`src/hw/subsys_defines.svh`:
```
/* peripheral subsystem parameters
   bus widths, address map, memory depths and the debug release delay */

`ifndef SUBSYS_DEFINES_SVH
`define SUBSYS_DEFINES_SVH

// --------------------
// bus widths
// --------------------
`define SUBSYS_ADDR_W 32
`define SUBSYS_DATA_W 64

// --------------------
// address map
// --------------------
`define SUBSYS_ROM_BASE   32'h0001_0000
`define SUBSYS_ROM_WORDS  16
`define SUBSYS_CLINT_BASE 32'h0200_0000
`define SUBSYS_CLINT_LEN  32'h0000_C000
// scratchpad window is 0x1000 bytes
`define SUBSYS_SPM_BASE   32'h1C00_0000
`define SUBSYS_SPM_WORDS  512

// cycles the core gets to run boot code before debug can halt it
`define SUBSYS_DEBUG_DELAY 500

// clint register offsets inside its window
`define SUBSYS_CLINT_MSIP_OFS     16'h0000
`define SUBSYS_CLINT_MTIMECMP_OFS 16'h4000
`define SUBSYS_CLINT_MTIME_OFS    16'hBFF8

`endif

```
`src/hw/subsys_pkg.sv`:
```
/* peripheral subsystem types
   bus request and response words, target encoding */

`include "subsys_defines.svh"

package subsys_pkg;

  typedef logic [`SUBSYS_ADDR_W-1:0]   addr_t;
  typedef logic [`SUBSYS_DATA_W-1:0]   data_t;
  typedef logic [`SUBSYS_DATA_W/8-1:0] strb_t;

  // --------------------
  // bus payloads
  // --------------------
  // 105 bits
  typedef struct packed {
    addr_t addr;
    logic  we;
    data_t wdata;
    strb_t be;
  } bus_req_t;

  // 65 bits
  typedef struct packed {
    data_t rdata;
    logic  err;
  } bus_rsp_t;

  // decoded destination of a request
  typedef enum logic [1:0] {
    TGT_ROM,
    TGT_CLINT,
    TGT_SPM,
    TGT_NONE
  } target_e;

  // post-reset debug hold-off counter
  typedef logic [$clog2(`SUBSYS_DEBUG_DELAY+1)-1:0] dbg_cnt_t;

endpackage

```
`src/hw/addr_decoder.sv`:
```
/* address decoder, strobes one target per request
   and merges the target read data into a response one cycle later */

`timescale 1ns/1ps

`include "subsys_defines.svh"

module addr_decoder import subsys_pkg::*; (
  input  logic     clk_i,
  input  logic     ndmreset_n,
  input  logic     valid_i,
  input  bus_req_t req_i,
  output logic     rom_sel_o,
  output logic     clint_sel_o,
  output logic     spm_sel_o,
  output bus_req_t tgt_req_o,
  input  data_t    rom_rdata_i,
  input  data_t    clint_rdata_i,
  input  data_t    spm_rdata_i,
  output logic     valid_o,
  output bus_rsp_t rsp_o
);

  localparam addr_t ROM_BASE   = `SUBSYS_ROM_BASE;
  localparam addr_t ROM_END    = ROM_BASE + `SUBSYS_ROM_WORDS * 8;
  localparam addr_t CLINT_BASE = `SUBSYS_CLINT_BASE;
  localparam addr_t CLINT_END  = CLINT_BASE + `SUBSYS_CLINT_LEN;
  localparam addr_t SPM_BASE   = `SUBSYS_SPM_BASE;
  localparam addr_t SPM_END    = SPM_BASE + `SUBSYS_SPM_WORDS * 8;

  target_e tgt;
  target_e tgt_q;
  logic    valid_q;
  logic    err_q;
  logic    we_q;

  // --------------------
  // request side
  // --------------------
  always_comb begin
    if (req_i.addr >= ROM_BASE && req_i.addr < ROM_END) begin
      tgt = TGT_ROM;
    end else if (req_i.addr >= CLINT_BASE && req_i.addr < CLINT_END) begin
      tgt = TGT_CLINT;
    end else if (req_i.addr >= SPM_BASE && req_i.addr < SPM_END) begin
      tgt = TGT_SPM;
    end else begin
      tgt = TGT_NONE;
    end
  end

  // rom has nothing to do on a write
  assign rom_sel_o   = valid_i && tgt == TGT_ROM && !req_i.we;
  assign clint_sel_o = valid_i && tgt == TGT_CLINT;
  assign spm_sel_o   = valid_i && tgt == TGT_SPM;
  assign tgt_req_o   = req_i;

  always_ff @(posedge clk_i or negedge ndmreset_n) begin
    if (!ndmreset_n) begin
      valid_q <= 1'b0;
      tgt_q   <= TGT_NONE;
      err_q   <= 1'b0;
      we_q    <= 1'b0;
    end else begin
      valid_q <= valid_i;
      tgt_q   <= tgt;
      err_q   <= valid_i && tgt == TGT_NONE;
      we_q    <= req_i.we;
    end
  end

  // --------------------
  // response side
  // --------------------
  // writes and errors return zero data
  always_comb begin
    rsp_o     = '0;
    rsp_o.err = err_q;
    if (!we_q) begin
      case (tgt_q)
        TGT_ROM:   rsp_o.rdata = rom_rdata_i;
        TGT_CLINT: rsp_o.rdata = clint_rdata_i;
        TGT_SPM:   rsp_o.rdata = spm_rdata_i;
        default:   rsp_o.rdata = '0;
      endcase
    end
  end

  assign valid_o = valid_q;

endmodule

```
`config.mk`:
```
export PLATFORM = sky130hd
export DESIGN_NAME = addr_decoder
export DESIGN_NICKNAME = d
export VERILOG_FILES = /design/src/hw/subsys_pkg.sv /design/src/hw/addr_decoder.sv
export VERILOG_INCLUDE_DIRS = /design/src /design/src/hw
export SDC_FILE = /design/constraint.sdc
export NUM_CORES = 1
export LEC_CHECK = 0
export BUFFER_PORTS_ARGS = -buffer_cell sky130_fd_sc_hd__buf_2
export CORE_AREA = 3 3 185 187
export CTS_BUF_LIST = sky130_fd_sc_hd__clkbuf_2
export DETAILED_ROUTE_END_ITERATION = 10
export DIE_AREA = 0 0 188 190
export PLACE_DENSITY = 0.38
export SLEW_MARGIN = 10
export SYNTH_ARGS = -nofsm -noshare
export SYNTH_HDL_FRONTEND = slang
export SYNTH_SLANG_ARGS = --single-unit
export TNS_END_PERCENT = 1
```
`constraint.sdc`:
```
create_clock -name clk_i -period 1.55 [get_ports clk_i]
set_input_delay 0.155 -clock clk_i [delete_from_list [all_inputs] [get_ports clk_i]]
set_output_delay 0.155 -clock clk_i [all_outputs]
set_load 0.005 [all_outputs]
```
==> qor.yml <==
clocking:
  cts_tree: "yes"
  post-cts-setup-buffer-count: 0
  clockBufferDepth: 2
  clock-sinks: 5
  clk_pin_slew_ns: 0.06
  numCtsBuffers: 3
  clock-root-buffer: "clkbuf_2"
  htreeDepth: 1
power:
  power_uw: 758.5
  vdd_ir_drop_max_mv: 0.2170
  power_density_mw_per_mm2: 175.6
  leakagePower_nw: 2.629
worst_setup_path:
  cp-end-kind: "output port"
  path_class: "flip-flop to output port"
  worstPathRequired_ns: 1.39
  crit_buf_inv: 3
  crit_path_start_kind: "flip-flop"
  crit_path_top_delay_cell: "dfstp_4"
  crit_chain: "buf_12 > buf_4 > mux2i_1 > nor2_1 > a21oi_1 > nor2_1 > buf_2"
  path_max_fanout: 21
  arrival_ns: 1.81
  crit_top_cell: "nor2_1"
  slowest_delay_ns: 0.64
  cpLargestDelayFamily: "flip-flops"
timing:
  tightest_slew_ns: 0.4891
  fin_crit_sh: 1.265
  min_period_ns: 1.961
  fin_setup_tns_ns: -20.93
  fmax_mhz: 510.0
  hold_viol: 0
  setup_slack_ns: -0.4107
  maxSlewViolCount: 0
  relSlewSlack: 0.6739
  rsz0062_at_grt: "yes"
  whs_ns: 0.06486
  setup_viol: 65
finish:
  fin_util: 0.1325
  nNetsFinal: 942
  layout_commonest_cell: "buf_2"
  finalNonFillerCells: 1083
  drive_above_1_share: 0.5835
  num_antenna_cells: 0
  final_cell_mix: "buf_2 (315), nor2_1 (128), mux2i_1 (64), a21oi_1 (60), buf_4 (33)"
  stdcell_area_mm2: 0.004320
  syn2layout_area_growth_pct: 63.73
synthesis:
  ys_async_sr_fraction: 1.000
  yosysWarnings: 0
  ys_types: 26
  yosys.area.top_type_share: 0.3016
  yosysSeqAreaShare: 0.04836
  syn-num-nets: 716
  yosys-top-cells-area: "buf_4 (30%), mux2i_1 (24%), nor2_1 (18%)"
  synth_top_area_cell: "buf_4"
  syn_area_mm2: 0.002639
  syn_avg_cell_area_um2: 6.343
  synth_edf_count: 0
  ys_ff_latch: 5
  synthCells: 416
  synth_flop_cell: "dfrtp_1"
floorplan:
  core-area_mm2: 0.03262
  io_pins: 474
  start_util: 0.08090
  rows: 66
  die_w_um: 188
  dieArea_mm2: 0.03572
  chipHeight_um: 190
route:
  drt-wirelength-per-cell_um: 13.37
  drt-initial-drc-count: 55
  drc: 0
  dr_total_vias: 3568
  ant_nets: 0
  via_per_inst: 3.295
  routed_wl_mm: 14.48
  first_pass_iters: 4
global_route:
  antenna_found_initial: 0
  grt_overflow_total: 0
  grt_usage: 0.07262
  grt_pass1_vias: 3562
  grt_busiest_layer: "met2"
  grt_use_met3: 0.01879
  grt_first_pass_wirelength_mm: 20.52
  met1_usage: 0.07849
  grt_max_degree: 40
  grtUsageMet2: 0.1355
run:
  drv_cap: 0
place:
  dpl-instance-area_mm2: 0.004239
  dp.cells: 1078
  place_congestion: 0.7432
  pre_cts_slack_ns: -0.1724
  io_buffers: 315
  dp_hpwl_mm: 12.49
status:
  violations: "negative setup slack"
  status: "finished with violations"
worst_hold_path:
  hp-class: "input pin to flip-flop"
==> state kept, by name (all words and copies together) (netlist names) <==
| name | count |
|---|---|
| err_q | 1 |
| tgt_q | 2 |
| valid_o | 1 |
| we_q | 1 |
==> cell families (layout without fill, tap and decap cells) <==
family                 after synthesis  count (layout)  share of synthesized area
AO/OA/AOI/OAI                       67              67                     0.1294
buffers and inverters              135             360                     0.3461
flip-flops                           5               5                    0.04836
multiplexers                        64              64                     0.2428
AND/OR/NAND/NOR                    145             145                     0.2333
==> cell usage after synthesis, types with 2 or more instances <==
cell type  instances
mux2i_1           64
nor3_1             2
dfrtp_1            3
buf_1             11
nor4_1             3
buf_4            106
a21oi_1           65
dfstp_2            2
nor2_1           128
clkbuf_1          10
buf_2              7
==> cell type report <==
class | count | area [um2]
fill | 3830 | 28300
timing repair buffer | 355 | 1954
sequential | 5 | 132.6
clock buffer | 4 | 20.02
inverter | 1 | 3.754
multi-input combinational | 276 | 1657
tap | 442 | 553.0
==> path summary, 6_finish.rpt <==
kind	startpoint	endpoint	slack, ns	cells after the start
max	tgt_q[0]	rsp_o[24]	-0.41	7
min	req_i[72]	we_q	0.06	1
max in group asynchronous	ndmreset_n	tgt_q[1]	1.07	2
min in group asynchronous	ndmreset_n	err_q	0.26	2
==> repair_timing <==
action,4_1_cts,5_1_grt
setup endpoints to repair,66,66
hold buffers,1,0
hold endpoints to repair,5,0
resized for setup,5,5
pin swaps,5,2
==> metal layers <==
layer	vias up	wire (um)
li1	1721	-
met1	1555	5253
met2	244	7395
met3	48	1262
met4	0	568
met5	-	0
==> report_power, final <==
group	switching [mW]	internal [mW]	leakage [nW]
combinational	0.207	0.286	2.56
clock	0.0588	0.0684	0.0166
sequential	0.00363	0.135	0.0548
(Power assumes the default switching activity.)
