### src/hw/subsys_defines.svh
/* peripheral subsystem parameters
   bus widths, address map, memory depths and the debug release delay */

`ifndef SUBSYS_DEFINES_SVH
`define SUBSYS_DEFINES_SVH

// --------------------
// bus widths
// --------------------
`define SUBSYS_ADDR_W 32
`define SUBSYS_DATA_W 64

// --------------------
// address map
// --------------------
`define SUBSYS_ROM_BASE   32'h0001_0000
`define SUBSYS_ROM_WORDS  16
`define SUBSYS_CLINT_BASE 32'h0200_0000
`define SUBSYS_CLINT_LEN  32'h0000_C000
// scratchpad window is 0x1000 bytes
`define SUBSYS_SPM_BASE   32'h1C00_0000
`define SUBSYS_SPM_WORDS  512

// cycles the core gets to run boot code before debug can halt it
`define SUBSYS_DEBUG_DELAY 500

// clint register offsets inside its window
`define SUBSYS_CLINT_MSIP_OFS     16'h0000
`define SUBSYS_CLINT_MTIMECMP_OFS 16'h4000
`define SUBSYS_CLINT_MTIME_OFS    16'hBFF8

`endif

### src/hw/subsys_pkg.sv
/* peripheral subsystem types
   bus request and response words, target encoding */

`include "subsys_defines.svh"

package subsys_pkg;

  typedef logic [`SUBSYS_ADDR_W-1:0]   addr_t;
  typedef logic [`SUBSYS_DATA_W-1:0]   data_t;
  typedef logic [`SUBSYS_DATA_W/8-1:0] strb_t;

  // --------------------
  // bus payloads
  // --------------------
  // 105 bits
  typedef struct packed {
    addr_t addr;
    logic  we;
    data_t wdata;
    strb_t be;
  } bus_req_t;

  // 65 bits
  typedef struct packed {
    data_t rdata;
    logic  err;
  } bus_rsp_t;

  // decoded destination of a request
  typedef enum logic [1:0] {
    TGT_ROM,
    TGT_CLINT,
    TGT_SPM,
    TGT_NONE
  } target_e;

  // post-reset debug hold-off counter
  typedef logic [$clog2(`SUBSYS_DEBUG_DELAY+1)-1:0] dbg_cnt_t;

endpackage

### src/hw/clint_timer.sv
/* core-local interruptor
   software interrupt bit, rtc driven machine timer and compare */

`timescale 1ns/1ps

`include "subsys_defines.svh"

module clint_timer import subsys_pkg::*; (
  input  logic     clk_i,
  input  logic     ndmreset_n,
  input  logic     rtc_i,
  input  logic     sel_i,
  input  bus_req_t req_i,
  output data_t    rdata_o,
  output logic     timer_irq_o,
  output logic     ipi_o
);

  localparam logic [15:0] MSIP_OFS     = `SUBSYS_CLINT_MSIP_OFS;
  localparam logic [15:0] MTIMECMP_OFS = `SUBSYS_CLINT_MTIMECMP_OFS;
  localparam logic [15:0] MTIME_OFS    = `SUBSYS_CLINT_MTIME_OFS;

  logic       msip_q;
  data_t      mtimecmp_q;
  data_t      mtime_q;
  logic       timer_irq_q;
  logic [2:0] rtc_q;
  logic       rtc_rise;
  logic       div_q;
  logic       hit_msip;
  logic       hit_cmp;
  logic       hit_time;

  // word offset within the window, low three bits dropped
  assign hit_msip = req_i.addr[15:3] == MSIP_OFS[15:3];
  assign hit_cmp  = req_i.addr[15:3] == MTIMECMP_OFS[15:3];
  assign hit_time = req_i.addr[15:3] == MTIME_OFS[15:3];

  // --------------------
  // registers
  // --------------------
  always_ff @(posedge clk_i or negedge ndmreset_n) begin
    if (!ndmreset_n) begin
      msip_q     <= 1'b0;
      mtimecmp_q <= '1;
    end else if (sel_i && req_i.we) begin
      if (hit_msip && req_i.be[0]) begin
        msip_q <= req_i.wdata[0];
      end
      if (hit_cmp) begin
        for (int b = 0; b < $bits(strb_t); b++) begin
          if (req_i.be[b]) begin
            mtimecmp_q[8*b +: 8] <= req_i.wdata[8*b +: 8];
          end
        end
      end
    end
  end

  // --------------------
  // rtc sync and timer
  // --------------------
  // two sync flops, the third one finds the edge
  assign rtc_rise = rtc_q[1] && !rtc_q[2];

  always_ff @(posedge clk_i or negedge ndmreset_n) begin
    if (!ndmreset_n) begin
      rtc_q       <= '0;
      div_q       <= 1'b0;
      mtime_q     <= '0;
      timer_irq_q <= 1'b0;
    end else begin
      rtc_q <= {rtc_q[1:0], rtc_i};
      if (rtc_rise) begin
        div_q <= !div_q;
        // tick on the 1 -> 0 turn of the divider
        if (div_q) begin
          mtime_q <= mtime_q + 1'b1;
        end
      end
      timer_irq_q <= mtime_q >= mtimecmp_q;
    end
  end

  always_ff @(posedge clk_i) begin
    if (sel_i) begin
      if (req_i.we) begin
        rdata_o <= '0;
      end else if (hit_msip) begin
        rdata_o <= data_t'(msip_q);
      end else if (hit_cmp) begin
        rdata_o <= mtimecmp_q;
      end else if (hit_time) begin
        rdata_o <= mtime_q;
      end else begin
        rdata_o <= '0;
      end
    end
  end

  assign timer_irq_o = timer_irq_q;
  assign ipi_o       = msip_q;

endmodule

### config.mk
export PLATFORM = sky130hd
export DESIGN_NAME = clint_timer
export DESIGN_NICKNAME = d
export VERILOG_FILES = /design/src/hw/subsys_pkg.sv /design/src/hw/clint_timer.sv
export VERILOG_INCLUDE_DIRS = /design/src /design/src/hw
export SDC_FILE = /design/constraint.sdc
export NUM_CORES = 1
export LEC_CHECK = 0
export BUFFER_PORTS_ARGS = -buffer_cell sky130_fd_sc_hd__buf_2
export CORE_ASPECT_RATIO = 0.6
export CORE_MARGIN = 5
export CORE_UTILIZATION = 56
export CTS_CLUSTER_SIZE = 16
export DETAILED_ROUTE_END_ITERATION = 7
export PLACE_DENSITY = 0.8
export SETUP_SLACK_MARGIN = 0.3
export SLEW_MARGIN = 20
export SYNTH_ARGS = -nofsm -noshare
export SYNTH_HDL_FRONTEND = slang
export SYNTH_SLANG_ARGS = --single-unit
### constraint.sdc
create_clock -name clk_i -period 3.1 [get_ports clk_i]
set_clock_uncertainty 0.15 [all_clocks]
set_input_delay 0.31 -clock clk_i [delete_from_list [all_inputs] [get_ports clk_i]]
set_output_delay 0.31 -clock clk_i [all_outputs]
set_load 0.02 [all_outputs]
==> results of run 1 <==
kinds of logic (layout without fill, tap and decap cells):
family	after synthesis	in the layout
mux	59	59
buf+inv	98	339
fa+ha+maj	65	65
xor+xnor	64	64
compound gates	121	121
simple gates	260	260
flops	198	198
what timing repair did:
item                                    4_1_cts  5_1_grt
gates resized for setup                       0        0
buffers inserted                              0        2
endpoints found under the hold margin        90        0
endpoints found under the setup margin        0        1
hold buffers                                 65        0
power breakdown:
group / switching (mW) / internal, mW / total, mW
clock: 1.01 / 1.05 / 2.06
sequential: 0.0657 / 2.77 / 2.83
combinational: 0.215 / 0.185 / 0.401
total: 1.29 / 4.00 / 5.30
stage by stage:
step	util (%)	hold slack [ns]	worst slack, ns
2_1_floorplan	-	-0.136	0.862
6_report	70.8	0.0345	0.529
4_1_cts	70.7	0.0112	0.491
3_3_place_gp	63.7	0.185	0.352
3_5_place_dp	63.7	0.195	0.261
5_1_grt	70.8	0.0185	0.310
state kept, by name (all words and copies together), names as in the netlist:
| signal | count |
|---|---|
| mtime_q | 64 |
| mtimecmp_q | 64 |
| rdata_o | 64 |
| rtc_q | 3 |
| div_q | 1 |
| ipi_o | 1 |
| timer_irq_o | 1 |
layer usage:
layer  vias up  wire (um)  track usage [%]
met1      3638      11500             35.6
li1       3548          -                -
met3        22       1470             5.24
met4         0        212             4.50
met2       232      10500             36.4
met5         -          0                0
how the worst max path moves through the flow:
stage | cells past startpoint | slack (ns) | end
6_report | 6 | 0.53 | mtime_q[63]
5_1_grt | 6 | 0.31 | mtime_q[31]
4_1_cts | 6 | 0.49 | mtime_q[60]
3_5_place_dp | 7 | 0.26 | mtimecmp_q[30]
3_3_place_gp | 7 | 0.35 | mtimecmp_q[61]
2_1_floorplan | 7 | 0.86 | mtime_q[63]
critical path: cells and delay by family, from the launching register on:
family | cells | cell delay, ns
AND/OR/NAND/NOR | 5 | 1.64
XOR/XNOR | 1 | 0.19
flip-flops | 1 | 0.50
final cells by class:
type	count	area, um2	share of cell area [%]
inverter	71	267	2.19
sequential	198	5360	43.9
clock inverter	14	121	0.996
tap	234	293	2.40
timing repair buffer	236	1590	13.0
clock buffer	18	429	3.52
multi-input combinational	569	4140	33.9
cell usage in the layout, fill, tap and decap left out, types with 2 or more instances in the layout:
master         count
clkinvlp_4         2
xor2_1            24
buf_4             14
or3_1              2
a221oi_1           3
buf_2            154
and3_1             7
dlygate4sd3_1     65
nor2_1            99
mux2_2            59
and4_1             6
inv_8              2
a21o_1             9
or2_2              2
a22oi_1           63
nor4_1             6
dfrtp_1           70
and2_1             5
o211ai_1           2
o21a_1             2
nor3_1             4
buf_12             3
nand2b_1           3
inv_6              3
edfxtp_1          64
o21ai_0           14
dfstp_2           64
clkinv_4           6
nand3_1           24
inv_1             71
ha_1              65
nand2_1           60
xnor2_1           40
clkbuf_16         17
a21oi_1           22
nand4_1           33
==> flow_metrics.tcl, run 1 <==
set metrics [dict create \
    outcome "complete, no violations" \
    placedCellCount 1241 \
    synth-xor-area-share_pct 5.69 \
    antenna_cells 0 \
    routed_wl_um 23600 \
    clock_path_buffers 2 \
    slowest_stage "or4_4" \
    cpPeakStageDelay_ns 0.62 \
    design_area_mm2 0.0122 \
    async_reset_ff_share_pct 67.7 \
    grt_pass1_vias 7528 \
    drtPass1Iterations 6 \
    hold_depth 2 \
    setup_viol 0 \
    grt_pass1_wl_um 39000 \
    ys_ff_latch 198 \
    postRouteAntennaNets 0 \
    antenna_found_initial 0 \
    power.total_mw 5.30 \
    ys_types 43 \
    synth.top_cell.area_share_pct 19.5 \
    grt_max_degree 65 \
    gp_congestion 0.825 \
    clock-root-buffer "clkbuf_16" \
    top_level_ports 175 \
    drv_cap 0 \
    clock_sinks 198 \
    ys_seq_area_share_pct 54.4 \
    start_kind "flop" \
    r2r-end "mtime_q[63]" \
    fillers 1271 \
    rsz0062_at_grt "false" \
    portBuffers 155 \
    htree_levels 4 \
    fin_crit_ns 2.57 \
    cts.reportedPaths.clkPinSlew_ns 0.07 \
    yosysWarnings 0 \
    ir_worst_vdd_mv 0.354 \
    worst_pin_slew_ns 0.781 \
    cp-end-kind "flop" \
    cts_made_buffers 17 \
    synthToLayoutAreaGrowth_pct 23.7 \
    track_usage_pct 23.8 \
    instances_no_fill 1340 \
    synthAdderAreaFrac_pct 8.26 \
    hp-class "primary input to flop" \
    r2r_setup_slack_ns 0.53 \
    synth_fp_nets 1039 \
    crit_required_ns 3.29 \
    fp-row-count 37 \
    path_class "flop to flop" \
    vias 7440 \
    nNetsFinal 1267 \
    die_y_um 113 \
    gr-total-overflow 0 \
    syn_avg_cell_area_um2 11.4 \
    synth_top_family_by_area "simple AND/OR/NAND/NOR gates" \
    critical_path.cell_chain "and4_1 > nand4_1 > or3_1 > or4_4 > nor3_4 > xor2_1" \
    netlist_area_mm2 0.00985 \
    hpwl_um 16500 \
    cp-startpoint "mtime_q[37]" \
    synthTopCellsByArea "edfxtp_1 (20%), dfrtp_1 (18%), dfstp_2 (17%)" \
    slew_headroom_pct 47.9 \
    die_w_um 181 \
    initial_utilization_pct 57.2 \
    synth_compound_area_share_pct 8.43 \
    critPathMaxFanout 7 \
    via_per_inst 5.55 \
    synth_top_cells_by_count "nor2_1 (100), inv_1 (71), dfrtp_1 (70), ha_1 (65)" \
    yosysMostFrequentCell "nor2_1" \
    post-route-period-util_pct 82.9 \
    drt-wirelength-per-cell_um 17.6 \
    max_freq_ghz 0.389 \
    tns_ns 0 \
    slew_violations 0 \
    yosys-mux-area-fraction_pct 6.74 \
    syn_inst 865 \
    cts_tree "done" \
    finalHoldViolCount 0 \
    reg2reg_depth 6 \
    worstHoldStart "req_i[42]" \
    core_area_mm2 0.0172 \
    synth-edff-count 64 \
    post_dp_cell_area_mm2 0.0110 \
    p_leak_nw 5.48 \
    ys.flop_type "dfrtp_1" \
    drtIter0Drc 527 \
    hold_path_end "mtimecmp_q[34]" \
    power_density_mw_per_mm2 435 \
    synth.largest_area_cell "edfxtp_1" \
    r2r_start "mtime_q[37]" \
    drcViolationCount 0 \
    synthSimpleGateAreaFrac_pct 12.7 \
    clock_latency_ns 0.44 \
    arrival_ns 2.76 \
    dieArea_mm2 0.0204 \
    layout-drive-gt1-share_pct 30.3 \
]
(Power assumes the default switching activity.)
==> run 2: changes to the inputs <==
Settings changed: ABC_AREA set to 1, CORE_UTILIZATION 56 to 52, PLACE_DENSITY 0.8 to 0.77.
Clock period 3.1 ns to 2.25 ns, I/O delays scaled along.
==> run 2 against run 1 <==
Effect of this change:
- via count increased by 37%
- largest cell class is now multi-input gates
- utilization is 2.4 points lower
- synthesized area is 15% higher
- clock power rose by 50%
- largest power group unchanged
- first-iteration DRC count up 50%
==> flow_metrics.tcl, run 2 <==
set metrics [dict create \
    clock_latency_ns 0.45 \
    drtIter0Drc 788 \
    grt_pass1_wl_um 50600 \
    track_usage_pct 24.7 \
    cts_made_buffers 17 \
    crit_required_ns 2.49 \
    cp-end-kind "flop" \
    syn_inst 1346 \
    grt_use_met2_pct 34.9 \
    gr-total-overflow 0 \
    setup_viol 0 \
    portBuffers 155 \
    synthToLayoutAreaGrowth_pct 27.6 \
    synth_top_cells_by_count "nand2_1 (257), nor2_1 (183), a21oi_1 (153), inv_1 (138), nand3_1 (94)" \
    outcome "complete, no violations" \
    synth.top_cell.area_share_pct 16.9 \
    ys_seq_area_share_pct 47.1 \
    layout-drive-gt1-share_pct 25.7 \
    dieArea_mm2 0.0250 \
    layout_common_cells "nand2_1 (245), nor2_1 (165), buf_2 (154)" \
    yosysWarnings 0 \
    max_freq_ghz 0.510 \
    fp-row-count 41 \
    rsz0062_at_grt "true" \
    nNetsFinal 1773 \
    routed_wl_um 31100 \
    met3_usage_pct 5.39 \
    slew_headroom_pct 63.6 \
    via_per_inst 5.41 \
    gp_congestion 0.945 \
    initial_utilization_pct 53.5 \
    cts.reportedPaths.clkPinSlew_ns 0.08 \
    critPathMaxFanout 3 \
    p_leak_nw 6.81 \
    grt-busiest-layer "met1" \
    synth_fp_nets 1520 \
    grt_pass1_vias 9757 \
    multi_input_area_mm2 0.00569 \
    drv_cap 0 \
    postRouteAntennaNets 0 \
    synthTopCellsByArea "edfxtp_1 (17%), dfrtp_1 (15%), dfstp_2 (15%)" \
    async_reset_ff_share_pct 67.7 \
    arrival_ns 2.20 \
    ys.flop_type "dfrtp_1" \
    drcViolationCount 0 \
    antenna_cells 0 \
    synth-edff-count 64 \
    hpwl_um 21700 \
    reg.largest.list "mtime_q (64), mtimecmp_q (64), rdata_o (64)" \
    start_kind "flop" \
    grt_max_degree 74 \
    clock_path_buffers 2 \
    clock-root-buffer "clkbuf_16" \
    drtPass1Iterations 5 \
    seq_area_mm2 0.00537 \
    hp-class "primary input to flop" \
    power_density_mw_per_mm2 539 \
    ys_ff_latch 198 \
    top_level_ports 175 \
    use_met1_pct 38.0 \
    antenna_found_initial 0 \
    finalHoldViolCount 0 \
    ys_types 38 \
    die_y_um 125 \
    syn_avg_cell_area_um2 8.45 \
    worst_pin_slew_ns 0.547 \
    tns_ns 0 \
    fin_crit_ns 1.96 \
    fillers 1668 \
    slew_violations 0 \
    ir_worst_vdd_mv 0.570 \
    drt-wirelength-per-cell_um 16.4 \
    yosysMostFrequentCell "nand2_1" \
    clock_sinks 198 \
    path_class "flop to flop" \
    vias 10200 \
    synth.largest_area_cell "edfxtp_1" \
    final_core_util_pct 68.3 \
    die_w_um 201 \
    core_area_mm2 0.0212 \
    layout_commonest_cell "nand2_1" \
    cts_tree "done" \
    netlist_area_mm2 0.0114 \
    htree_levels 4 \
    post-route-period-util_pct 87.1 \
]
run 2: critical path, stage by stage, from the launching register on:
cell and delay (ns):
dfstp_2 0.54, inv_2 0.06, ha_4 0.27, nand2_2 0.05, inv_2 0.06, nand3_2 0.09
nor3_4 0.20, buf_6 0.13, nand2_4 0.06, nor2_1 0.09, nand2_1 0.06, nand2_1 0.05
nor2_1 0.04, nand2_1 0.05
run 2: layer usage:
metal	routed length, um	vias up
met5	0	-
met3	2570	35
met4	363	0
met1	15100	4826
met2	13000	383
li1	-	4977
run 2: timing repair:
item | 4_1_cts | 5_1_grt
setup endpoints to repair | 6 | 35
buffers inserted | 0 | 13
resized for setup | 10 | 83
endpoints found under the hold margin | 177 | 0
pin swaps | 4 | 26
hold buffers | 73 | 0
run 2: cells by family after synthesis:
group | Yosys count | synth area share (%)
and+or+nand+nor | 612 | 25.1
AOI/OAI and AO/OA | 239 | 10.6
DFF | 198 | 47.1
buffers and inverters | 182 | 6.19
adders and majority gates | 65 | 7.15
xor gates and xnor gates | 50 | 3.85
run 2: worst paths after layout:
check / to / start / depth (start not counted) / slack, ns
max in group asynchronous: mtimecmp_q[24] / ndmreset_n / 3 / 1.36
max: timer_irq_o / mtimecmp_q[59] / 13 / 0.29
min: mtimecmp_q[46] / req_i[5] / 3 / 0.02
max reg2reg: timer_irq_o / mtimecmp_q[59] / 13 / 0.29
min in group asynchronous: mtime_q[63] / ndmreset_n / 3 / 0.19
min reg2reg: rtc_q[1] / rtc_q[0] / 0 / 0.20
run 2: through the flow:
step / total power, mW / setup slack, ns / area (um2) / cells / hold slack, ns
6_report: 7.82 / 0.290 / 14500 / 1891 / 0.0162
4_1_cts: 7.75 / 0.245 / 14100 / 1878 / 0.00100
2_1_floorplan: 4.23 / 0.460 / 11400 / 1346 / -0.221
5_1_grt: 8.08 / 0.202 / 14500 / 1891 / 0.0253
3_3_place_gp: 4.58 / 0.204 / 12700 / 1773 / 0.127
3_5_place_dp: 4.60 / 0.171 / 12700 / 1773 / 0.135
run 2: area by class of cell:
cell class,instances,share of cell area [%]
clock inverter,14,1.03
multi-input combinational,966,39.2
tap,279,2.41
inverter,140,3.71
clock buffer,18,2.96
sequential,198,37.0
timing repair buffer,276,13.7
run 2: where the power goes:
| group | switching, mW | internal (mW) | total [mW] | leakage, nW |
|---|---|---|---|---|
| registers | 0.0561 | 3.83 | 3.88 | 2.22 |
| logic | 0.483 | 0.359 | 0.842 | 4.32 |
| clock network | 1.45 | 1.65 | 3.10 | 0.275 |
