[src/hw/subsys_defines.svh]
/* peripheral subsystem parameters
   bus widths, address map, memory depths and the debug release delay */

`ifndef SUBSYS_DEFINES_SVH
`define SUBSYS_DEFINES_SVH

// --------------------
// bus widths
// --------------------
`define SUBSYS_ADDR_W 32
`define SUBSYS_DATA_W 64

// --------------------
// address map
// --------------------
`define SUBSYS_ROM_BASE   32'h0001_0000
`define SUBSYS_ROM_WORDS  16
`define SUBSYS_CLINT_BASE 32'h0200_0000
`define SUBSYS_CLINT_LEN  32'h0000_C000
// scratchpad window is 0x1000 bytes
`define SUBSYS_SPM_BASE   32'h1C00_0000
`define SUBSYS_SPM_WORDS  512

// cycles the core gets to run boot code before debug can halt it
`define SUBSYS_DEBUG_DELAY 500

// clint register offsets inside its window
`define SUBSYS_CLINT_MSIP_OFS     16'h0000
`define SUBSYS_CLINT_MTIMECMP_OFS 16'h4000
`define SUBSYS_CLINT_MTIME_OFS    16'hBFF8

`endif

[src/hw/subsys_pkg.sv]
/* peripheral subsystem types
   bus request and response words, target encoding */

`include "subsys_defines.svh"

package subsys_pkg;

  typedef logic [`SUBSYS_ADDR_W-1:0]   addr_t;
  typedef logic [`SUBSYS_DATA_W-1:0]   data_t;
  typedef logic [`SUBSYS_DATA_W/8-1:0] strb_t;

  // --------------------
  // bus payloads
  // --------------------
  // 105 bits
  typedef struct packed {
    addr_t addr;
    logic  we;
    data_t wdata;
    strb_t be;
  } bus_req_t;

  // 65 bits
  typedef struct packed {
    data_t rdata;
    logic  err;
  } bus_rsp_t;

  // decoded destination of a request
  typedef enum logic [1:0] {
    TGT_ROM,
    TGT_CLINT,
    TGT_SPM,
    TGT_NONE
  } target_e;

  // post-reset debug hold-off counter
  typedef logic [$clog2(`SUBSYS_DEBUG_DELAY+1)-1:0] dbg_cnt_t;

endpackage

[src/hw/debug_req_gate.sv]
/* holds back debug requests for a fixed time after reset */

`timescale 1ns/1ps

`include "subsys_defines.svh"

module debug_req_gate import subsys_pkg::*; (
  input  logic clk_i,
  input  logic ndmreset_n,
  input  logic debug_req_i,
  output logic debug_req_o
);

  dbg_cnt_t cnt_q;
  logic     debug_req_q;

  // boot code runs first, then debug may halt the core
  always_ff @(posedge clk_i or negedge ndmreset_n) begin
    if (!ndmreset_n) begin
      cnt_q       <= dbg_cnt_t'(`SUBSYS_DEBUG_DELAY);
      debug_req_q <= 1'b0;
    end else begin
      if (cnt_q != '0) begin
        cnt_q <= cnt_q - 1'b1;
      end
      debug_req_q <= (cnt_q != '0) ? 1'b0 : debug_req_i;
    end
  end

  assign debug_req_o = debug_req_q;

endmodule

[config.mk]
export PLATFORM = sky130hd
export DESIGN_NAME = debug_req_gate
export DESIGN_NICKNAME = d
export VERILOG_FILES = /design/src/hw/subsys_pkg.sv /design/src/hw/debug_req_gate.sv
export VERILOG_INCLUDE_DIRS = /design/src /design/src/hw
export SDC_FILE = /design/constraint.sdc
export NUM_CORES = 1
export LEC_CHECK = 0
export BUFFER_PORTS_ARGS = -buffer_cell sky130_fd_sc_hd__buf_4
export CAP_MARGIN = 15
export CORE_AREA = 5 5 42 44
export CTS_CLUSTER_DIAMETER = 80
export CTS_CLUSTER_SIZE = 40
export DETAILED_ROUTE_END_ITERATION = 8
export DIE_AREA = 0 0 47 49
export GPL_ROUTABILITY_DRIVEN = 0
export PLACE_DENSITY = 0.58
export SYNTH_ARGS = -nofsm -noshare
export SYNTH_HDL_FRONTEND = slang
export SYNTH_SLANG_ARGS = --single-unit
[constraint.sdc]
create_clock -name clk_i -period 1.96 [get_ports clk_i]
set_input_delay 0.294 -clock clk_i [delete_from_list [all_inputs] [get_ports clk_i]]
set_output_delay 0.294 -clock clk_i [all_outputs]
set_load 0.1 [all_outputs]
==> metrics.txt, run 1 <==
Sw Pwr=82.9 uW; grt ovf=0; layout cell share with drive strength beyond 1=41.7%; WP data required=2.15 ns; # rows=14; Yosys top cell area share=33.6%; sequential power share=50.8%; Worst Reg-to-Reg Cells=3; final period utilization=84.3%; drt pass-1 iters=3; Top Ports=4; Syn Area/Cell=11.7 sq um; Post-DP HPWL=511 microns; r2r setup slk=0.31 ns; max-cap violations=0; P_leak=0.000256 uW; Pins Over Slew Limit=0; Reg2Reg Capture Point=cnt_q[1]$_DFFE_PN0P_; register area share after synthesis=54.9%; Critical Path AT=1.84 ns; Total Routing Usage GR=8.77%; CP startpoint kind=flop; Die Width=47 microns; clock-pin slew on the worst setup and hold paths=0.07 ns; number of enable flip-flop cells after synthesis=0; Worst slew margin=75.7%; Net Sw Frac=20.2%; Finished Layout Cells=64; worst-path cell chain=or4_4, nor4_4, mux2i_1; pwr dens=734 nW/um^2; Critical R2R Launch=cnt_q[3]$_DFFE_PN0P_; Int Power=327 uW; met2 usage=12.2%; dominant synthesized flop cell=dfstp_2; Remaining DRCs=0; Setup crit end kind=flop; cell count after placement=59; Worst-Skew Late Latency=0.26 ns; CP Class=flop to flop; first-pass GRT wire length=1380 microns; Die Ht=49 microns; setup TNS=0 ns; nets@finish=53; core footprint=1400 sq um; per-cell routed wire length=11.5 microns; CTS Hold Bufs=1; initial antenna violation count=0; Num CTS Buffers=3; CP max stage cell=or4_4; DRT Wirelength=733 microns; clock tree buffer depth=2; Worst-Margin Slew=0.362 ns; synthesis-to-layout area growth=18.9%; Syn Inst Count=40; met1 Use GR=9.59%; Antenna Nets Post-Route=0; Worst Skew=0.00586 ns; asr flop ratio synth=100%; global routing usage on met3=3.32%; CTS tree=done; logic gate share of total power=4.6%; DR vias/cell=5.00; Num Clock Sinks=10; Initial Utilization=33.5%; RSZ-0062 raised after global routing=false; commonest cells in the netlist=dfstp_2 (6), o21ai_0 (6), dfrtp_1 (4); vias in the first global route=324; Cell Area, Synth=469 sq um; Root Driver=clkbuf_4; GRT busiest layer=met2; post-CTS setup buffer count=0; Yosys cell types=20; largest net degree at the start of global routing=11; Tmin final=1.65 ns; CTS resizes=0; Net Count, Synth=44; hold path start=debug_req_i; H-tree depth=1; Cells on Worst Hold Path=2; final hold vios=0; Fmax=606 MHz; status=finished clean; vias=320; class of the worst hold path=primary input to flop; DIE AREA=2300 sq um; Area contributors post-synth=dfstp_2 (34%), dfrtp_1 (21%), o21ai_0 (6.4%); YS warnings=0; Hold EP=debug_req_o$_DFF_PN0_; CP max stage delay=0.58 ns; #FFs+latches synth=10; initial DRC count=7; final setup fails=0; Clk pwr share=44.6%; # port buffers=3; diode count=0; Worst VDD drop=0.000490 V; critical path peak fanout=5; Yosys top cell by area=dfstp_2
[power by group through the flow]
stage               Sequential (uW)  Combinational (uW)  Clock (uW)
floorplan                       220               0.865           0
global placement                212                17.4           0
detailed placement              212                17.5           0
CTS                             208                19.1         190
global route                    208                20.1         209
finish                          208                18.7         183
[layout make-up]
class,instances,area (sq um)
sequential,10,258
clock buffer,4,36.3
fill,151,843
multi-input combinational,28,204
inverter,2,7.51
timing repair buffer,4,32.5
tap,16,20.0
[registers in the layout (all words and copies together), names as in the netlist]
| signal | cells |
|---|---|
| cnt_q | 9 |
| debug_req_o | 1 |
[layout by cell type, fill, tap and decap left out]
cell type / Yosys / routed
dfrtp_1: 4 / 4
o21ai_0: 6 / 6
clkbuf_4: 0 / 3
xnor2_1: 1 / 1
or4_4: 1 / 1
mux2i_1: 1 / 1
nand2b_1: 2 / 2
nand2_1: 1 / 1
buf_4: 0 / 3
or3_1: 2 / 2
clkbuf_8: 0 / 1
dlygate4sd3_1: 0 / 1
and2_2: 1 / 1
or2_2: 2 / 2
inv_1: 2 / 2
dfstp_2: 6 / 6
mux2_2: 1 / 1
nor2_1: 2 / 2
nor3_1: 2 / 2
o31ai_1: 2 / 2
nor4_4: 1 / 1
o21bai_1: 1 / 1
ha_1: 1 / 1
o31a_2: 1 / 1
[per-layer routing]
layer	vias up	wire length, microns	part of all wire [%]
li1	161	-	-
met1	153	314	43
met2	4	381	52
met3	2	23	3.1
met4	0	14	1.9
met5	-	0	0
[critical path: cells and delay by family, from the launching register on]
family,cells,cell delay [ns]
and+or+nand+nor,2,0.94
DFF,1,0.40
muxes,1,0.22
[how the worst max path moves through the flow]
stage                    startpoint              endpoint  slack (ns)  cells past startpoint
2_1_floorplan  cnt_q[3]$_DFFE_PN0P_  cnt_q[1]$_DFFE_PN0P_        0.41                      3
3_3_place_gp   cnt_q[3]$_DFFE_PN0P_  cnt_q[1]$_DFFE_PN0P_        0.31                      3
3_5_place_dp   cnt_q[3]$_DFFE_PN0P_  cnt_q[1]$_DFFE_PN0P_        0.29                      3
4_1_cts        cnt_q[3]$_DFFE_PN0P_  cnt_q[1]$_DFFE_PN0P_        0.29                      3
5_1_grt        cnt_q[3]$_DFFE_PN0P_  cnt_q[3]$_DFFE_PN0P_        0.19                      3
6_report       cnt_q[3]$_DFFE_PN0P_  cnt_q[1]$_DFFE_PN0P_        0.31                      3
[logic make-up (layout without fill, tap and decap cells)]
kind of cell | count (synthesis) | in the layout | synth area share (%)
adders and majority gates | 1 | 1 | 2.67
AOI/OAI and AO/OA | 10 | 10 | 13.3
DFF | 10 | 10 | 54.9
xor gates and xnor gates | 1 | 1 | 1.87
buffers and inverters | 2 | 10 | 1.60
and+or+nand+nor | 14 | 14 | 21.1
muxes | 2 | 2 | 4.53
[through the flow]
| step | hold slack [ns] | instance area, sq um | util (%) | worst slack (ns) | power [uW] |
|---|---|---|---|---|---|
| 2_1_floorplan | -0.00159 | 469 | - | 0.409 | 220 |
| 3_3_place_gp | 0.127 | 512 | 36.5 | 0.312 | 229 |
| 3_5_place_dp | 0.127 | 512 | 36.5 | 0.287 | 229 |
| 4_1_cts | 0.242 | 558 | 39.8 | 0.285 | 417 |
| 5_1_grt | 0.242 | 558 | 39.8 | 0.188 | 437 |
| 6_report | 0.251 | 558 | 39.8 | 0.308 | 409 |
No activity file was read; power rests on OpenSTA's default activity.
==> inputs of run 2 (changes only) <==
--- a/config.mk
+++ b/config.mk
@@ -6,15 +6,16 @@
 export SDC_FILE = /design/constraint.sdc
 export NUM_CORES = 1
 export LEC_CHECK = 0
+export ABC_AREA = 1
 export BUFFER_PORTS_ARGS = -buffer_cell sky130_fd_sc_hd__buf_4
 export CAP_MARGIN = 15
-export CORE_AREA = 5 5 42 44
+export CORE_MARGIN = 5
+export CORE_UTILIZATION = 40
 export CTS_CLUSTER_DIAMETER = 80
 export CTS_CLUSTER_SIZE = 40
 export DETAILED_ROUTE_END_ITERATION = 8
-export DIE_AREA = 0 0 47 49
 export GPL_ROUTABILITY_DRIVEN = 0
-export PLACE_DENSITY = 0.58
+export PLACE_DENSITY = 0.65
 export SYNTH_ARGS = -nofsm -noshare
 export SYNTH_HDL_FRONTEND = slang
 export SYNTH_SLANG_ARGS = --single-unit
==> constraint.sdc (replaced) <==
create_clock -name clk_i -period 1.4 [get_ports clk_i]
set_input_delay 0.21 -clock clk_i [delete_from_list [all_inputs] [get_ports clk_i]]
set_output_delay 0.21 -clock clk_i [all_outputs]
set_load 0.1 [all_outputs]
==> metrics.txt, run 2 <==
Antenna Nets Post-Route=0 (unchanged); H-tree depth=1 (unchanged); pwr dens=823 nW/um^2 (was 734 nW/um^2); Cell Area, Placed=582 sq um (was 512 sq um); layout cell share with drive strength beyond 1=26.0% (was 41.7%); Setup crit end kind=flop (unchanged); Yosys top cell by area=dfstp_2 (unchanged); DRT Wirelength=875 microns (was 733 microns); Net Count, Synth=73 (was 44); top-count cell post-synth=nand2_1; final hold vios=0 (unchanged); commonest non-fill, non-tap cell in the layout=nand2_1; vias=418 (was 320); #FFs+latches synth=10 (unchanged); Yosys top cell area share=29.6% (was 33.6%); commonest non-fill, non-tap cells in the layout=nand2_1 (18), inv_1 (15), nor2_1 (9) (was o21ai_0 (6), dfstp_2 (6), dfrtp_1 (4)); CP startpoint kind=flop (unchanged); YS warnings=0 (unchanged); Largest register FFs=9 (unchanged); Biggest register=cnt_q (unchanged); max-cap violations=0 (unchanged); CP most frequent cell=inv_1; final period utilization=90.2% (was 84.3%); Worst-Skew Late Latency=0.26 ns (about the same); Cell Area, Synth=533 sq um (was 469 sq um); per-cell routed wire length=9.51 microns (was 11.5 microns); synthesis-to-layout area growth=15.3% (was 18.9%); CP max stage delay=0.36 ns (was 0.58 ns); Worst Reg-to-Reg Cells=7 (was 3); Pins Over Slew Limit=0 (unchanged); vias in the first global route=374 (was 324); core footprint=1280 sq um (was 1400 sq um); diode count=0 (unchanged); Syn Area/Cell=7.72 sq um (was 11.7 sq um); Top Ports=4 (unchanged); Hold EP=debug_req_o$_DFF_PN0_ (unchanged); clock-pin slew on the worst setup and hold paths=0.06 ns (was 0.07 ns); Top delay family on crit path=flip-flops (was simple AND/OR/NAND/NOR gates); hold_ws=0.168 ns (was 0.251 ns); Critical R2R Launch=cnt_q[1]$_DFFE_PN0P_ (was cnt_q[3]$_DFFE_PN0P_); CTS tree=done (unchanged); Critical Path AT=1.41 ns (was 1.84 ns); total power=506 uW (was 409 uW); CP Class=flop to flop (unchanged); final setup fails=0 (unchanged); Total Routing Usage GR=10.4% (was 8.77%); Worst VDD drop=0.000580 V (was 0.000490 V); # rows=13 (was 14); setup TNS=0 ns (unchanged); DIE AREA=2160 sq um (was 2300 sq um); Area contributors post-synth=dfstp_2 (30%), dfrtp_1 (19%), nand2_1 (13%) (was dfstp_2 (34%), dfrtp_1 (21%), o21ai_0 (6.4%)); Die Ht=46.5 microns (was 49 microns); Worst slew margin=81.5% (was 75.7%); Fillers=129 (was 151); class of the worst hold path=primary input to flop (unchanged); CP max stage cell=dfrtp_1 (was or4_4); hold path start=debug_req_i (unchanged); Post-DP HPWL=667 microns (was 511 microns); Reg2Reg Capture Point=cnt_q[3]$_DFFE_PN0P_ (was cnt_q[1]$_DFFE_PN0P_); status=finished clean (unchanged); P_leak=0.000340 uW (was 0.000256 uW); Tmin final=1.26 ns (was 1.65 ns); DR vias/cell=4.54 (was 5.00); Fmax=792 MHz (was 606 MHz); number of enable flip-flop cells after synthesis=0 (unchanged); Worst Skew=0.00352 ns (was 0.00586 ns); nets@finish=83 (was 53); Remaining DRCs=0 (unchanged); first-pass GRT wire length=1550 microns (was 1380 microns); commonest cells in the netlist=nand2_1 (18), inv_1 (15), nor2_1 (9) (was dfstp_2 (6), o21ai_0 (6), dfrtp_1 (4)); multi-input logic area=214 sq um (was 204 sq um); drt pass-1 iters=4 (was 3); register area share after synthesis=48.4% (was 54.9%); grt ovf=0 (unchanged); largest net degree at the start of global routing=11 (unchanged); r2r setup slk=0.14 ns (was 0.31 ns); initial antenna violation count=0 (unchanged); Syn Inst Count=69 (was 40); WP data required=1.55 ns (was 2.15 ns); critical path peak fanout=10 (was 5); # port buffers=3 (unchanged); worst-path cell chain=inv_1, ha_1, nand2_2, nor2_4, nand2_4, o21ai_1, inv_1 (was or4_4, nor4_4, mux2i_1); final core utilization=47.8% (was 39.8%); Yosys cell types=19 (was 20); Worst-Margin Slew=0.279 ns (was 0.362 ns); dominant synthesized flop cell=dfstp_2 (unchanged); Num CTS Buffers=3 (unchanged); Cells on Worst Hold Path=3 (was 2); Initial Utilization=41.5% (was 33.5%); design area=614 sq um (was 558 sq um); clock tree buffer depth=2 (unchanged); Die Width=46.5 microns (was 47 microns); Buf/Inv on CP=2 (was 0); initial DRC count=10 (was 7); asr flop ratio synth=100% (unchanged); Reg area=258 sq um (unchanged); Root Driver=clkbuf_4 (unchanged); RSZ-0062 raised after global routing=false (unchanged); Num Clock Sinks=10 (unchanged)
-- run 2: cell count changes after synthesis, moves of 4 or more --
cell | before | now
inv_1 | 2 | 15
nand3_1 | 0 | 4
nand2_1 | 1 | 18
o21ai_0 | 6 | 1
nor2_1 | 2 | 9
-- run 2: cells by family (layout without fill, tap and decap cells) --
family | after synthesis | count (layout) | synth area share, %
xor gates and xnor gates | 1 | 1 | 1.64
adders and majority gates | 1 | 1 | 2.35
DFF | 10 | 10 | 48.4
and+or+nand+nor | 37 | 37 | 31.7
AOI/OAI and AO/OA | 4 | 4 | 4.46
buffers and inverters | 16 | 24 | 11.5
-- run 2: routing by layer --
metal	vias to the layer above	wire length, microns	track usage [%]	part of all wire, %
met5	-	0	0	0
met4	0	10	6.82	1.1
met3	2	55	2.34	6.3
met2	11	366	14.3	42
met1	183	442	14.1	51
li1	222	-	-	-
-- run 2: timing repair --
| item | in CTS | in global routing |
|---|---|---|
| hold buffers | 1 | 0 |
| hold endpoints to repair | 10 | 0 |
| resized for setup | 0 | 0 |
| buffers inserted | 0 | 0 |
-- run 2: worst max-delay path by stage --
stage / start / end / slack (ns) / cells past startpoint
2_1_floorplan: cnt_q[1]$_DFFE_PN0P_ / cnt_q[1]$_DFFE_PN0P_ / 0.17 / 7
3_3_place_gp: cnt_q[1]$_DFFE_PN0P_ / cnt_q[3]$_DFFE_PN0P_ / 0.15 / 7
3_5_place_dp: cnt_q[1]$_DFFE_PN0P_ / cnt_q[3]$_DFFE_PN0P_ / 0.15 / 7
4_1_cts: cnt_q[0]$_DFFE_PN0P_ / cnt_q[3]$_DFFE_PN0P_ / 0.14 / 7
5_1_grt: cnt_q[1]$_DFFE_PN0P_ / cnt_q[3]$_DFFE_PN0P_ / 0.03 / 7
6_report: cnt_q[1]$_DFFE_PN0P_ / cnt_q[3]$_DFFE_PN0P_ / 0.14 / 7
-- run 2: report_power, final --
part | internal (uW) | switching (uW)
Clock | 98.9 | 88.9
Sequential | 291 | 0.354
Combinational | 7.91 | 18.2
-- run 2: stage by stage --
step           setup slack, ns  instances
2_1_floorplan            0.175         69
3_3_place_gp             0.154         88
3_5_place_dp             0.148         88
4_1_cts                  0.143         92
5_1_grt                 0.0273         92
6_report                 0.137         92
-- run 2: cell type report --
class                      count  share of cell area, %
multi-input combinational     43                   34.8
clock buffer                   3                   3.67
inverter                      16                   9.98
tap                           15                   3.05
timing repair buffer           5                   6.52
sequential                    10                   42.0
-- run 2: tightest hold or removal path: stages --
cell and delay [ns]:
buf_4 0.10, inv_1 0.04, nor2_1 0.03
